[src/design/cpu_pkg.sv]
`default_nettype none

package cpu_pkg;

	localparam int DATA_W = 16;
	localparam int INST_W = 24;
	localparam int FLAG_W = 5;

	localparam logic [DATA_W-1:0] RESET_PC = 16'h4000;
	localparam logic [DATA_W-1:0] RESET_SP = 16'h0800;

	// flag bit positions
	localparam int FLAG_H = 0;
	localparam int FLAG_C = 1;
	localparam int FLAG_N = 2;
	localparam int FLAG_Z = 3;
	localparam int FLAG_O = 4;

	localparam logic [FLAG_W-1:0] FMASK_NONE = '0;
	localparam logic [FLAG_W-1:0] FMASK_ARITH = '1;
	localparam logic [FLAG_W-1:0] FMASK_LOGIC = FLAG_W'((1 << FLAG_N) | (1 << FLAG_Z));
	localparam logic [FLAG_W-1:0] FMASK_SHIFT = FLAG_W'((1 << FLAG_C) | (1 << FLAG_Z));
	localparam logic [FLAG_W-1:0] FMASK_WORD = FLAG_W'((1 << FLAG_C) | (1 << FLAG_N) |
		(1 << FLAG_Z) | (1 << FLAG_O));

	// register file indices
	localparam logic [1:0] REG_X = 2'd0;
	localparam logic [1:0] REG_Y = 2'd1;
	localparam logic [1:0] REG_Z = 2'd2;

	typedef enum logic [7:0] {
		OP_NOP        = 8'h00,
		OP_ADD_XL_IMM = 8'h01,
		OP_SUB_XL_IMM = 8'h02,
		OP_AND_XL_IMM = 8'h03,
		OP_OR_XL_IMM  = 8'h04,
		OP_XOR_XL_IMM = 8'h05,
		OP_CP_XL_IMM  = 8'h06,
		OP_ADD_XL_DIR = 8'h07,
		OP_SUB_XL_DIR = 8'h08,
		OP_INC_XL     = 8'h09,
		OP_DEC_XL     = 8'h0a,
		OP_SRL_XL     = 8'h0b,
		OP_SLL_XL     = 8'h0c,
		OP_LD_XL_IMM  = 8'h0d,
		OP_LD_XL_DIR  = 8'h0e,
		OP_LD_DIR_XL  = 8'h0f,
		OP_PUSH_XL    = 8'h10,
		OP_POP_XL     = 8'h11,
		OP_LDW_Y_IMM  = 8'h12,
		OP_ADDW_Y_IMM = 8'h13,
		OP_SUBW_Y_IMM = 8'h14,
		OP_INCW_Y     = 8'h15,
		OP_LDW_Z_Y    = 8'h16,
		OP_LDW_Y_ZREL = 8'h17,
		OP_LDW_DIR_Y  = 8'h18,
		OP_PUSHW_Y    = 8'h19,
		OP_POPW_Y     = 8'h1a,
		OP_JP_IMM     = 8'h1b,
		OP_JR         = 8'h1c,
		OP_JRZ        = 8'h1d,
		OP_JRNZ       = 8'h1e,
		OP_JRC        = 8'h1f,
		OP_JRNC       = 8'h20,
		OP_TRAP       = 8'hff
	} opcode_t;

	typedef enum logic [4:0] {
		ALU_ADD,
		ALU_SUB,
		ALU_AND,
		ALU_OR,
		ALU_XOR,
		ALU_INC,
		ALU_DEC,
		ALU_SRL,
		ALU_SLL,
		ALU_ADDW,
		ALU_SUBW,
		ALU_INCW,
		ALU_PASS,
		ALU_PASSW
	} alu_op_t;

	typedef enum logic [2:0] {
		SEL_XL,
		SEL_Y,
		SEL_IMM8,
		SEL_IMM16,
		SEL_RD8,
		SEL_RD16,
		SEL_ZERO
	} operand_sel_t;

	typedef enum logic [2:0] {
		AM_NONE,
		AM_DIRECT,
		AM_ZOFF,
		AM_STACK,
		AM_PUSH
	} addr_mode_t;

	typedef enum logic [2:0] {
		BR_NONE,
		BR_REL,
		BR_JZ,
		BR_JNZ,
		BR_JC,
		BR_JNC,
		BR_ABS
	} branch_t;

	// 16-bit alu functions
	function automatic logic is_word_op(alu_op_t op);
		return op inside {ALU_ADDW, ALU_SUBW, ALU_INCW, ALU_PASSW};
	endfunction

endpackage

`default_nettype wire

[src/design/alu.sv]
`timescale 1ns/10ps
`default_nettype none

module alu (
	input  cpu_pkg::alu_op_t op,
	input  logic [cpu_pkg::DATA_W-1:0] a,
	input  logic [cpu_pkg::DATA_W-1:0] b,
	output logic [cpu_pkg::DATA_W-1:0] y,
	output logic [cpu_pkg::FLAG_W-1:0] flags
);
	import cpu_pkg::*;

	logic [7:0] b8;
	logic cin8;
	logic [4:0] lo_sum;
	logic [8:0] sum8;
	logic ovf8;
	logic [15:0] b16;
	logic cin16;
	logic [16:0] sum16;
	logic ovf16;
	logic wide;

	// subtract as a + ~b + 1, so carry out means no borrow
	always_comb
	begin
		case (op)
		ALU_SUB:
		begin
			b8 = ~b[7:0];
			cin8 = 1'b1;
		end
		ALU_INC:
		begin
			b8 = 8'h01;
			cin8 = 1'b0;
		end
		ALU_DEC:
		begin
			b8 = 8'hfe;
			cin8 = 1'b1;
		end
		default:
		begin
			b8 = b[7:0];
			cin8 = 1'b0;
		end
		endcase
	end

	assign lo_sum = {1'b0, a[3:0]} + {1'b0, b8[3:0]} + {4'd0, cin8};
	assign sum8 = {1'b0, a[7:0]} + {1'b0, b8} + {8'd0, cin8};
	assign ovf8 = (a[7] == b8[7]) && (sum8[7] != a[7]);

	assign b16 = (op == ALU_SUBW) ? ~b : (op == ALU_INCW) ? 16'h0001 : b;
	assign cin16 = (op == ALU_SUBW);
	assign sum16 = {1'b0, a} + {1'b0, b16} + {16'd0, cin16};
	assign ovf16 = (a[15] == b16[15]) && (sum16[15] != a[15]);

	assign wide = is_word_op(op);

	always_comb
	begin
		y = '0;
		flags = '0;
		case (op)
		ALU_ADD, ALU_SUB, ALU_INC, ALU_DEC:
		begin
			y[7:0] = sum8[7:0];
			flags[FLAG_H] = lo_sum[4];
			flags[FLAG_C] = sum8[8];
			flags[FLAG_O] = ovf8;
		end
		ALU_AND:
			y[7:0] = a[7:0] & b[7:0];
		ALU_OR:
			y[7:0] = a[7:0] | b[7:0];
		ALU_XOR:
			y[7:0] = a[7:0] ^ b[7:0];
		ALU_SRL:
		begin
			y[7:0] = {1'b0, a[7:1]};
			flags[FLAG_C] = a[0];
		end
		ALU_SLL:
		begin
			y[7:0] = {a[6:0], 1'b0};
			flags[FLAG_C] = a[7];
		end
		ALU_ADDW, ALU_SUBW, ALU_INCW:
		begin
			y = sum16[15:0];
			flags[FLAG_C] = sum16[16];
			flags[FLAG_O] = ovf16;
		end
		ALU_PASSW:
			y = a;
		default:
			y[7:0] = a[7:0];
		endcase
		// high byte is zero for byte results
		flags[FLAG_N] = wide ? y[15] : y[7];
		flags[FLAG_Z] = (y == '0);
	end

endmodule

`default_nettype wire

[src/design/cpu_core.sv]
`timescale 1ns/10ps
`default_nettype none

module cpu_core (
	input  logic clk,
	input  logic reset,
	output logic [cpu_pkg::DATA_W-1:0] iread_addr,
	input  logic [cpu_pkg::INST_W-1:0] iread_data,
	output logic [cpu_pkg::DATA_W-1:0] dread_addr,
	input  logic [cpu_pkg::DATA_W-1:0] dread_data,
	output logic [cpu_pkg::DATA_W-1:0] dwrite_addr,
	output logic [cpu_pkg::DATA_W-1:0] dwrite_data,
	output logic [1:0] dwrite_en,
	output logic trap
);
	import cpu_pkg::*;

	logic [INST_W-1:0] inst;
	logic [FLAG_W-1:0] next_flags;
	logic [DATA_W-1:0] x;
	logic [DATA_W-1:0] y;
	logic [DATA_W-1:0] z;
	logic [DATA_W-1:0] next_z;
	logic [DATA_W-1:0] result;
	logic [DATA_W-1:0] wdata;

	addr_mode_t next_addr_mode;

	alu_op_t cur_alu_op;
	operand_sel_t cur_op_a_sel;
	operand_sel_t cur_op_b_sel;
	addr_mode_t cur_addr_mode;
	branch_t cur_branch;
	logic [1:0] cur_inst_len;
	logic [1:0] cur_reg_dest;
	logic [1:0] cur_reg_we;
	logic [1:0] cur_mem_we;
	logic [FLAG_W-1:0] cur_flag_mask;
	logic [1:0] cur_sp_delta_sel;
	logic cur_is_trap;

	fetch_unit fetch_unit (
		.clk(clk),
		.reset(reset),
		.iread_data(iread_data),
		.inst_len(cur_inst_len),
		.branch(cur_branch),
		.next_flags(next_flags),
		.iread_addr(iread_addr),
		.inst(inst)
	);

	// only the address form of the fetched instruction is needed
	decoder dec_next (
		.opcode(opcode_t'(iread_data[7:0])),
		.alu_op(),
		.op_a_sel(),
		.op_b_sel(),
		.addr_mode(next_addr_mode),
		.branch(),
		.inst_len(),
		.reg_dest(),
		.reg_we(),
		.mem_we(),
		.flag_mask(),
		.sp_delta_sel(),
		.is_trap()
	);

	decoder dec_cur (
		.opcode(opcode_t'(inst[7:0])),
		.alu_op(cur_alu_op),
		.op_a_sel(cur_op_a_sel),
		.op_b_sel(cur_op_b_sel),
		.addr_mode(cur_addr_mode),
		.branch(cur_branch),
		.inst_len(cur_inst_len),
		.reg_dest(cur_reg_dest),
		.reg_we(cur_reg_we),
		.mem_we(cur_mem_we),
		.flag_mask(cur_flag_mask),
		.sp_delta_sel(cur_sp_delta_sel),
		.is_trap(cur_is_trap)
	);

	regfile regfile (
		.clk(clk),
		.reset(reset),
		.dest(cur_reg_dest),
		.we(cur_reg_we),
		.wdata(wdata),
		.x(x),
		.y(y),
		.z(z),
		.next_z(next_z)
	);

	execute_unit execute_unit (
		.clk(clk),
		.reset(reset),
		.inst(inst),
		.x(x),
		.y(y),
		.dread_data(dread_data),
		.op_a_sel(cur_op_a_sel),
		.op_b_sel(cur_op_b_sel),
		.alu_op(cur_alu_op),
		.flag_mask(cur_flag_mask),
		.result(result),
		.next_flags(next_flags),
		.wdata(wdata)
	);

	data_port data_port (
		.clk(clk),
		.reset(reset),
		.addr_mode_next(next_addr_mode),
		.addr_mode_cur(cur_addr_mode),
		.imm_next(iread_data[23:8]),
		.imm_cur(inst[23:8]),
		.mem_we(cur_mem_we),
		.sp_delta_sel(cur_sp_delta_sel),
		.next_z(next_z),
		.z(z),
		.xl(x[7:0]),
		.result(result),
		.dread_addr(dread_addr),
		.dwrite_addr(dwrite_addr),
		.dwrite_data(dwrite_data),
		.dwrite_en(dwrite_en)
	);

	assign trap = cur_is_trap & ~reset;

endmodule

`default_nettype wire

[src/design/data_port.sv]
`timescale 1ns/10ps
`default_nettype none

module data_port (
	input  logic clk,
	input  logic reset,
	input  cpu_pkg::addr_mode_t addr_mode_next,
	input  cpu_pkg::addr_mode_t addr_mode_cur,
	input  logic [cpu_pkg::DATA_W-1:0] imm_next,
	input  logic [cpu_pkg::DATA_W-1:0] imm_cur,
	input  logic [1:0] mem_we,
	input  logic [1:0] sp_delta_sel,
	input  logic [cpu_pkg::DATA_W-1:0] next_z,
	input  logic [cpu_pkg::DATA_W-1:0] z,
	input  logic [7:0] xl,
	input  logic [cpu_pkg::DATA_W-1:0] result,
	output logic [cpu_pkg::DATA_W-1:0] dread_addr,
	output logic [cpu_pkg::DATA_W-1:0] dwrite_addr,
	output logic [cpu_pkg::DATA_W-1:0] dwrite_data,
	output logic [1:0] dwrite_en
);
	import cpu_pkg::*;

	logic [DATA_W-1:0] sp;
	logic [DATA_W-1:0] next_sp;
	logic [DATA_W-1:0] delta;
	logic [DATA_W-1:0] push_slot;

	assign delta = DATA_W'(sp_delta_sel);
	assign push_slot = sp - delta;

	always_comb
	begin
		if (reset)
			next_sp = RESET_SP;
		else if (addr_mode_cur == AM_PUSH)
			next_sp = push_slot;
		else if (addr_mode_cur == AM_STACK)
			next_sp = sp + delta;
		else
			next_sp = sp;
	end

	always_ff @(posedge clk)
		sp <= next_sp;

	// read for the fetched instruction, so use the post-execute sp and z
	always_comb
	begin
		case (addr_mode_next)
		AM_DIRECT:
			dread_addr = imm_next;
		AM_ZOFF:
			dread_addr = next_z + imm_next;
		default:
			dread_addr = next_sp;
		endcase
	end

	always_comb
	begin
		case (addr_mode_cur)
		AM_ZOFF:
			dwrite_addr = z + imm_cur;
		AM_PUSH:
			dwrite_addr = push_slot;
		AM_STACK:
			dwrite_addr = sp;
		default:
			dwrite_addr = imm_cur;
		endcase
	end

	assign dwrite_en = reset ? 2'b00 : mem_we;
	assign dwrite_data = mem_we[1] ? result : {8'h00, xl};

endmodule

`default_nettype wire

[src/design/decoder.sv]
`timescale 1ns/10ps
`default_nettype none

module decoder (
	input  cpu_pkg::opcode_t opcode,
	output cpu_pkg::alu_op_t alu_op,
	output cpu_pkg::operand_sel_t op_a_sel,
	output cpu_pkg::operand_sel_t op_b_sel,
	output cpu_pkg::addr_mode_t addr_mode,
	output cpu_pkg::branch_t branch,
	output logic [1:0] inst_len,
	output logic [1:0] reg_dest,
	output logic [1:0] reg_we,
	output logic [1:0] mem_we,
	output logic [cpu_pkg::FLAG_W-1:0] flag_mask,
	output logic [1:0] sp_delta_sel,
	output logic is_trap
);
	import cpu_pkg::*;

	always_comb
	begin
		op_a_sel = SEL_ZERO;
		op_b_sel = SEL_ZERO;
		addr_mode = AM_NONE;
		branch = BR_NONE;
		inst_len = 2'd1;
		reg_dest = REG_X;
		reg_we = 2'b00;
		mem_we = 2'b00;
		sp_delta_sel = 2'd0;
		is_trap = 1'b0;
		case (opcode)
		OP_ADD_XL_IMM, OP_SUB_XL_IMM, OP_AND_XL_IMM, OP_OR_XL_IMM, OP_XOR_XL_IMM,
		OP_CP_XL_IMM:
		begin
			op_a_sel = SEL_XL;
			op_b_sel = SEL_IMM8;
			inst_len = 2'd2;
			// cp only updates flags
			reg_we = (opcode == OP_CP_XL_IMM) ? 2'b00 : 2'b01;
		end
		OP_ADD_XL_DIR, OP_SUB_XL_DIR:
		begin
			op_a_sel = SEL_XL;
			op_b_sel = SEL_RD8;
			addr_mode = AM_DIRECT;
			inst_len = 2'd3;
			reg_we = 2'b01;
		end
		OP_INC_XL, OP_DEC_XL, OP_SRL_XL, OP_SLL_XL:
		begin
			op_a_sel = SEL_XL;
			reg_we = 2'b01;
		end
		OP_LD_XL_IMM:
		begin
			op_a_sel = SEL_IMM8;
			inst_len = 2'd2;
			reg_we = 2'b01;
		end
		OP_LD_XL_DIR:
		begin
			op_a_sel = SEL_RD8;
			addr_mode = AM_DIRECT;
			inst_len = 2'd3;
			reg_we = 2'b01;
		end
		OP_LD_DIR_XL:
		begin
			op_a_sel = SEL_XL;
			addr_mode = AM_DIRECT;
			inst_len = 2'd3;
			mem_we = 2'b01;
		end
		OP_PUSH_XL:
		begin
			op_a_sel = SEL_XL;
			addr_mode = AM_PUSH;
			mem_we = 2'b01;
			sp_delta_sel = 2'd1;
		end
		OP_POP_XL:
		begin
			op_a_sel = SEL_RD8;
			addr_mode = AM_STACK;
			reg_we = 2'b01;
			sp_delta_sel = 2'd1;
		end
		OP_LDW_Y_IMM:
		begin
			op_a_sel = SEL_IMM16;
			inst_len = 2'd3;
			reg_dest = REG_Y;
			reg_we = 2'b11;
		end
		OP_ADDW_Y_IMM, OP_SUBW_Y_IMM:
		begin
			op_a_sel = SEL_Y;
			op_b_sel = SEL_IMM16;
			inst_len = 2'd3;
			reg_dest = REG_Y;
			reg_we = 2'b11;
		end
		OP_INCW_Y:
		begin
			op_a_sel = SEL_Y;
			reg_dest = REG_Y;
			reg_we = 2'b11;
		end
		OP_LDW_Z_Y:
		begin
			op_a_sel = SEL_Y;
			reg_dest = REG_Z;
			reg_we = 2'b11;
		end
		OP_LDW_Y_ZREL:
		begin
			op_a_sel = SEL_RD16;
			addr_mode = AM_ZOFF;
			inst_len = 2'd3;
			reg_dest = REG_Y;
			reg_we = 2'b11;
		end
		OP_LDW_DIR_Y:
		begin
			op_a_sel = SEL_Y;
			addr_mode = AM_DIRECT;
			inst_len = 2'd3;
			mem_we = 2'b11;
		end
		OP_PUSHW_Y:
		begin
			op_a_sel = SEL_Y;
			addr_mode = AM_PUSH;
			mem_we = 2'b11;
			sp_delta_sel = 2'd2;
		end
		OP_POPW_Y:
		begin
			op_a_sel = SEL_RD16;
			addr_mode = AM_STACK;
			reg_dest = REG_Y;
			reg_we = 2'b11;
			sp_delta_sel = 2'd2;
		end
		OP_JP_IMM:
		begin
			branch = BR_ABS;
			inst_len = 2'd3;
		end
		OP_JR:
		begin
			branch = BR_REL;
			inst_len = 2'd2;
		end
		OP_JRZ:
		begin
			branch = BR_JZ;
			inst_len = 2'd2;
		end
		OP_JRNZ:
		begin
			branch = BR_JNZ;
			inst_len = 2'd2;
		end
		OP_JRC:
		begin
			branch = BR_JC;
			inst_len = 2'd2;
		end
		OP_JRNC:
		begin
			branch = BR_JNC;
			inst_len = 2'd2;
		end
		OP_TRAP:
			is_trap = 1'b1;
		default:
			is_trap = 1'b0;
		endcase
	end

	always_comb
	begin
		case (opcode)
		OP_ADD_XL_IMM, OP_ADD_XL_DIR:
			alu_op = ALU_ADD;
		// cp is a sub without write-back
		OP_SUB_XL_IMM, OP_SUB_XL_DIR, OP_CP_XL_IMM:
			alu_op = ALU_SUB;
		OP_AND_XL_IMM:
			alu_op = ALU_AND;
		OP_OR_XL_IMM:
			alu_op = ALU_OR;
		OP_XOR_XL_IMM:
			alu_op = ALU_XOR;
		OP_INC_XL:
			alu_op = ALU_INC;
		OP_DEC_XL:
			alu_op = ALU_DEC;
		OP_SRL_XL:
			alu_op = ALU_SRL;
		OP_SLL_XL:
			alu_op = ALU_SLL;
		OP_ADDW_Y_IMM:
			alu_op = ALU_ADDW;
		OP_SUBW_Y_IMM:
			alu_op = ALU_SUBW;
		OP_INCW_Y:
			alu_op = ALU_INCW;
		OP_LDW_Y_IMM, OP_LDW_Z_Y, OP_LDW_Y_ZREL, OP_LDW_DIR_Y, OP_PUSHW_Y, OP_POPW_Y:
			alu_op = ALU_PASSW;
		default:
			alu_op = ALU_PASS;
		endcase
	end

	// flags touched follow the alu function
	always_comb
	begin
		case (alu_op)
		ALU_ADD, ALU_SUB, ALU_INC, ALU_DEC:
			flag_mask = FMASK_ARITH;
		ALU_AND, ALU_OR, ALU_XOR:
			flag_mask = FMASK_LOGIC;
		ALU_SRL, ALU_SLL:
			flag_mask = FMASK_SHIFT;
		ALU_ADDW, ALU_SUBW, ALU_INCW:
			flag_mask = FMASK_WORD;
		default:
			flag_mask = FMASK_NONE;
		endcase
	end

endmodule

`default_nettype wire

[src/design/execute_unit.sv]
`timescale 1ns/10ps
`default_nettype none

module execute_unit (
	input  logic clk,
	input  logic reset,
	input  logic [cpu_pkg::INST_W-1:0] inst,
	input  logic [cpu_pkg::DATA_W-1:0] x,
	input  logic [cpu_pkg::DATA_W-1:0] y,
	input  logic [cpu_pkg::DATA_W-1:0] dread_data,
	input  cpu_pkg::operand_sel_t op_a_sel,
	input  cpu_pkg::operand_sel_t op_b_sel,
	input  cpu_pkg::alu_op_t alu_op,
	input  logic [cpu_pkg::FLAG_W-1:0] flag_mask,
	output logic [cpu_pkg::DATA_W-1:0] result,
	output logic [cpu_pkg::FLAG_W-1:0] next_flags,
	output logic [cpu_pkg::DATA_W-1:0] wdata
);
	import cpu_pkg::*;

	logic [DATA_W-1:0] op_a;
	logic [DATA_W-1:0] op_b;
	logic [FLAG_W-1:0] alu_flags;
	logic [FLAG_W-1:0] flags;

	function automatic logic [DATA_W-1:0] pick(operand_sel_t sel);
		case (sel)
		SEL_XL:
			return {8'h00, x[7:0]};
		SEL_Y:
			return y;
		SEL_IMM8:
			return {8'h00, inst[15:8]};
		SEL_IMM16:
			return inst[23:8];
		SEL_RD8:
			return {8'h00, dread_data[7:0]};
		SEL_RD16:
			return dread_data;
		default:
			return '0;
		endcase
	endfunction

	always_comb
	begin
		op_a = pick(op_a_sel);
		op_b = pick(op_b_sel);
	end

	alu alu (
		.op(alu_op),
		.a(op_a),
		.b(op_b),
		.y(result),
		.flags(alu_flags)
	);

	// byte results land in xl, xh keeps its value
	assign wdata = is_word_op(alu_op) ? result : {x[15:8], result[7:0]};

	// only the flags this op defines are updated
	assign next_flags = (alu_flags & flag_mask) | (flags & ~flag_mask);

	always_ff @(posedge clk)
	begin
		if (reset)
			flags <= '0;
		else
			flags <= next_flags;
	end

endmodule

`default_nettype wire

[src/design/fetch_unit.sv]
`timescale 1ns/10ps
`default_nettype none

module fetch_unit (
	input  logic clk,
	input  logic reset,
	input  logic [cpu_pkg::INST_W-1:0] iread_data,
	input  logic [1:0] inst_len,
	input  cpu_pkg::branch_t branch,
	input  logic [cpu_pkg::FLAG_W-1:0] next_flags,
	output logic [cpu_pkg::DATA_W-1:0] iread_addr,
	output logic [cpu_pkg::INST_W-1:0] inst
);
	import cpu_pkg::*;

	logic [DATA_W-1:0] pc;
	logic [DATA_W-1:0] seq_pc;
	logic [DATA_W-1:0] rel_pc;
	logic taken;

	assign seq_pc = pc + DATA_W'(inst_len);
	// offset counts from the byte after the branch
	assign rel_pc = seq_pc + {{8{inst[15]}}, inst[15:8]};

	always_comb
	begin
		case (branch)
		BR_REL:
			taken = 1'b1;
		BR_JZ:
			taken = next_flags[FLAG_Z];
		BR_JNZ:
			taken = !next_flags[FLAG_Z];
		BR_JC:
			taken = next_flags[FLAG_C];
		BR_JNC:
			taken = !next_flags[FLAG_C];
		default:
			taken = 1'b0;
		endcase
	end

	always_comb
	begin
		if (reset)
			iread_addr = RESET_PC;
		else if (branch == BR_ABS)
			iread_addr = inst[23:8];
		else if (taken)
			iread_addr = rel_pc;
		else
			iread_addr = seq_pc;
	end

	always_ff @(posedge clk)
	begin
		pc <= iread_addr;
		inst <= iread_data;
	end

endmodule

`default_nettype wire

[src/design/regfile.sv]
`timescale 1ns/10ps
`default_nettype none

module regfile (
	input  logic clk,
	input  logic reset,
	input  logic [1:0] dest,
	input  logic [1:0] we,
	input  logic [cpu_pkg::DATA_W-1:0] wdata,
	output logic [cpu_pkg::DATA_W-1:0] x,
	output logic [cpu_pkg::DATA_W-1:0] y,
	output logic [cpu_pkg::DATA_W-1:0] z,
	output logic [cpu_pkg::DATA_W-1:0] next_z
);
	import cpu_pkg::*;

	logic [DATA_W-1:0] regs [3];
	logic [1:0] we_eff;

	assign we_eff = reset ? 2'b00 : we;

	assign x = regs[REG_X];
	assign y = regs[REG_Y];
	assign z = regs[REG_Z];

	// z as it will be after this cycle, for z-relative reads
	assign next_z = {
		(dest == REG_Z && we_eff[1]) ? wdata[15:8] : regs[REG_Z][15:8],
		(dest == REG_Z && we_eff[0]) ? wdata[7:0] : regs[REG_Z][7:0]
	};

	always_ff @(posedge clk)
	begin
		for (int i = 0; i < 3; i++)
		begin
			if (we_eff[0] && dest == i)
				regs[i][7:0] <= wdata[7:0];
			if (we_eff[1] && dest == i)
				regs[i][15:8] <= wdata[15:8];
		end
	end

endmodule

`default_nettype wire

[config.mk]
export PLATFORM = sky130hd
export DESIGN_NAME = cpu_core
export DESIGN_NICKNAME = d
export VERILOG_FILES = /design/src/design/cpu_pkg.sv /design/src/design/alu.sv /design/src/design/cpu_core.sv /design/src/design/data_port.sv /design/src/design/decoder.sv /design/src/design/execute_unit.sv /design/src/design/fetch_unit.sv /design/src/design/regfile.sv
export SDC_FILE = /design/constraint.sdc
export NUM_CORES = 1
export LEC_CHECK = 0
export ABC_AREA = 1
export BUFFER_PORTS_ARGS = -buffer_cell sky130_fd_sc_hd__buf_2
export CAP_MARGIN = 0
export CORE_MARGIN = 5
export CORE_UTILIZATION = 40
export DETAILED_ROUTE_END_ITERATION = 10
export GPL_ROUTABILITY_DRIVEN = 0
export PLACE_DENSITY = 0.54
export SKIP_LAST_GASP = 1
export SYNTH_ARGS = -nofsm -noshare
export SYNTH_HDL_FRONTEND = slang
export SYNTH_HIERARCHICAL = 1
export SYNTH_SLANG_ARGS = --single-unit
[constraint.sdc]
create_clock -name clk -period 7.6 [get_ports clk]
set_input_delay 1.14 -clock clk [delete_from_list [all_inputs] [get_ports clk]]
set_output_delay 1.14 -clock clk [all_outputs]
set_load 0.01 [all_outputs]
==> out/qor.yml <==
sta:
  rsz0062_at_grt: "yes"
  slew_headroom: 0.152
  clock.fmax_mhz: 138
  setup_viol: 0
  period_needed_ns: 7.24
  timing.final.crit_share: 0.953
  finalWorstSetupSlack_ns: 0.356
  tightestPinTransition_ns: 1.26
  slew_viol_final: 0
  final_hold_viol_count: 0
  skew_ns: 0.0142
synthesis:
  syn_inst: 2318
  syn_area_um2: 13500
  syn-num-nets: 2464
  avgSynthCellArea_um2: 5.84
  yosys_warnings: 6
setup_path:
  critical_path_arrival_ns: 6.10
  reg2reg_depth: 38
  r2r_start: "fetch_unit/inst[5]"
  worst-setup-path-type: "register to output pin"
  crit_slowest_cell: "fa_2"
  cpMostUsedCell: "nand2_1"
  crit_path_start_kind: "register"
  cpPeakStageDelay_ns: 0.47
  reg2reg_slack_ns: 2.08
  cp_data_required_time_ns: 6.46
  crit_path_end_kind: "output pin"
  path_max_fanout: 10
  rr_endpoint: "fetch_unit/pc[1]"
  cp.depth: 36
  critical-path-top-delay-family: "simple AND/OR/NAND/NOR gates"
  crit_buf_inv: 7
placement:
  port_buffers: 108
  place_hpwl_um: 39600
  dp_slack_ns: 0.249
  place_inst: 2830
cts:
  cts_sinks: 106
  cts-root-buf: "clkbuf_16"
  clk_latency_ns: 0.38
  cts.clk_slew.worst_paths_ns: 0.08
  postCtsHoldBufs: 0
  cts_max_level: 3
  clockBufferDepth: 2
  cts_made_buffers: 9
  cts_tree: "yes"
detailed_routing:
  vias: 15100
  remaining_drc_errors: 0
  ant_nets: 0
  totalWireLength_um: 49100
  avgRoutedWirePerCell_um: 17.2
  drt_pass1_iterations: 6
  dr.first_iter.drc_count: 1195
  vias_per_cell: 5.27
pwr:
  p_clk_frac: 0.338
  p_switching_mw: 0.489
  switching_share: 0.340
  p_int_mw: 0.949
  leakagePower_nw: 8.06
  pwr-share-seq: 0.432
  power_density_nw_per_um2: 96.6
  combPwrFrac: 0.229
  ir_drop_mv: 0.110
  power_mw: 1.44
die:
  num_io_pins: 109
  die-width_um: 194
  die-area_um2: 37600
  row_count: 67
  initial_core_util: 0.405
  core-area_um2: 33400
  die_h_um: 194
status:
  outcome: "finished, final reports clean"
cells_and_area:
  final_cells: 2858
  syn_to_final_growth_pct: 10.0
  diodes: 0
  layout_common_cells: "742 x nand2_1, 317 x inv_1, 287 x nand3_1, 205 x nor2_1, 108 x buf_2"
  layout.nets: 2551
  layout_commonest_cell: "nand2_1"
  final_layout_size_suffix_gt1_frac: 0.129
worst_hold_path:
  hold_end: "execute_unit/flags[3]"
  min_path_type: "register to register"
  min-delay-start: "execute_unit/flags[3]"
  whs_path_depth: 2
grt:
  grt_pass1_wl_um: 76600
  grt.total_usage: 0.252
  gr-total-overflow: 0
  grt_max_degree: 30
  grt_pass1_vias: 14000
  antenna_found_initial: 0
run:
  cap_violations: 0
-- power groups by stage --
stage / clock network, mW / logic [mW] / registers, mW
after global routing: 0.518 / 0.367 / 0.623
after global placement: 0 / 0.316 / 0.634
final: 0.487 / 0.330 / 0.622
after CTS: 0.501 / 0.320 / 0.621
after detailed placement: 0 / 0.318 / 0.634
after floorplan: 0 / 0.223 / 0.619
-- final cells by class --
cell class	instances	area, µm²
multi-input combinational	1791	9420
clock inverter	5	45.0
sequential	106	2450
timing repair buffer	143	816
inverter	353	1340
fill	3634	18600
tap	448	561
timing repair inverter	1	5.00
clock buffer	11	253
-- stage by stage --
stage	setup TNS (ns)	cell area [µm²]	hold WS, ns	utilization
2_1_floorplan	0	13500	0.440	-
3_3_place_gp	0	14400	0.464	0.429
3_5_place_dp	0	14400	0.463	0.429
4_1_cts	0	14700	0.475	0.438
5_1_grt	-0.0223	14900	0.493	0.445
6_report	0	14900	0.476	0.445
-- sequential cells by signal, indices dropped and copies added (netlist names) --
name	flops
fetch_unit/inst	24
execute_unit/flags	2
fetch_unit/pc	16
data_port/sp	16
regfile/regs	48
-- worst min-delay path: stages, from the launching register on --
cell and delay [ns]:
dfxtp_1 0.30, nand2_1 0.07, a21oi_1 0.06
-- routing by layer --
metal  track usage  vias to the layer above  share of wire
met2         0.417                      521           0.45
met3        0.0365                       74          0.064
met5             0                        -              0
li1              -                     7635              -
met1         0.342                     6824           0.45
met4        0.0799                        0          0.029
-- timing repair --
item / in CTS / in global routing
gates cloned: 0 / 1
buffers inserted: 0 / 11
hold endpoints to repair: 0 / 0
resized for setup: 7 / 35
setup endpoints to repair: 19 / 29
pin swaps: 0 / 8
-- worst max path at each step --
stage,start,endpoint
3_5_place_dp,fetch_unit/inst[3],dread_addr[5]
4_1_cts,fetch_unit/inst[0],dread_addr[5]
2_1_floorplan,fetch_unit/inst[3],dread_addr[7]
5_1_grt,fetch_unit/inst[3],dread_addr[15]
3_3_place_gp,fetch_unit/inst[3],dread_addr[5]
6_report,fetch_unit/inst[5],dread_addr[5]
No activity file was read; power rests on OpenSTA's default activity.
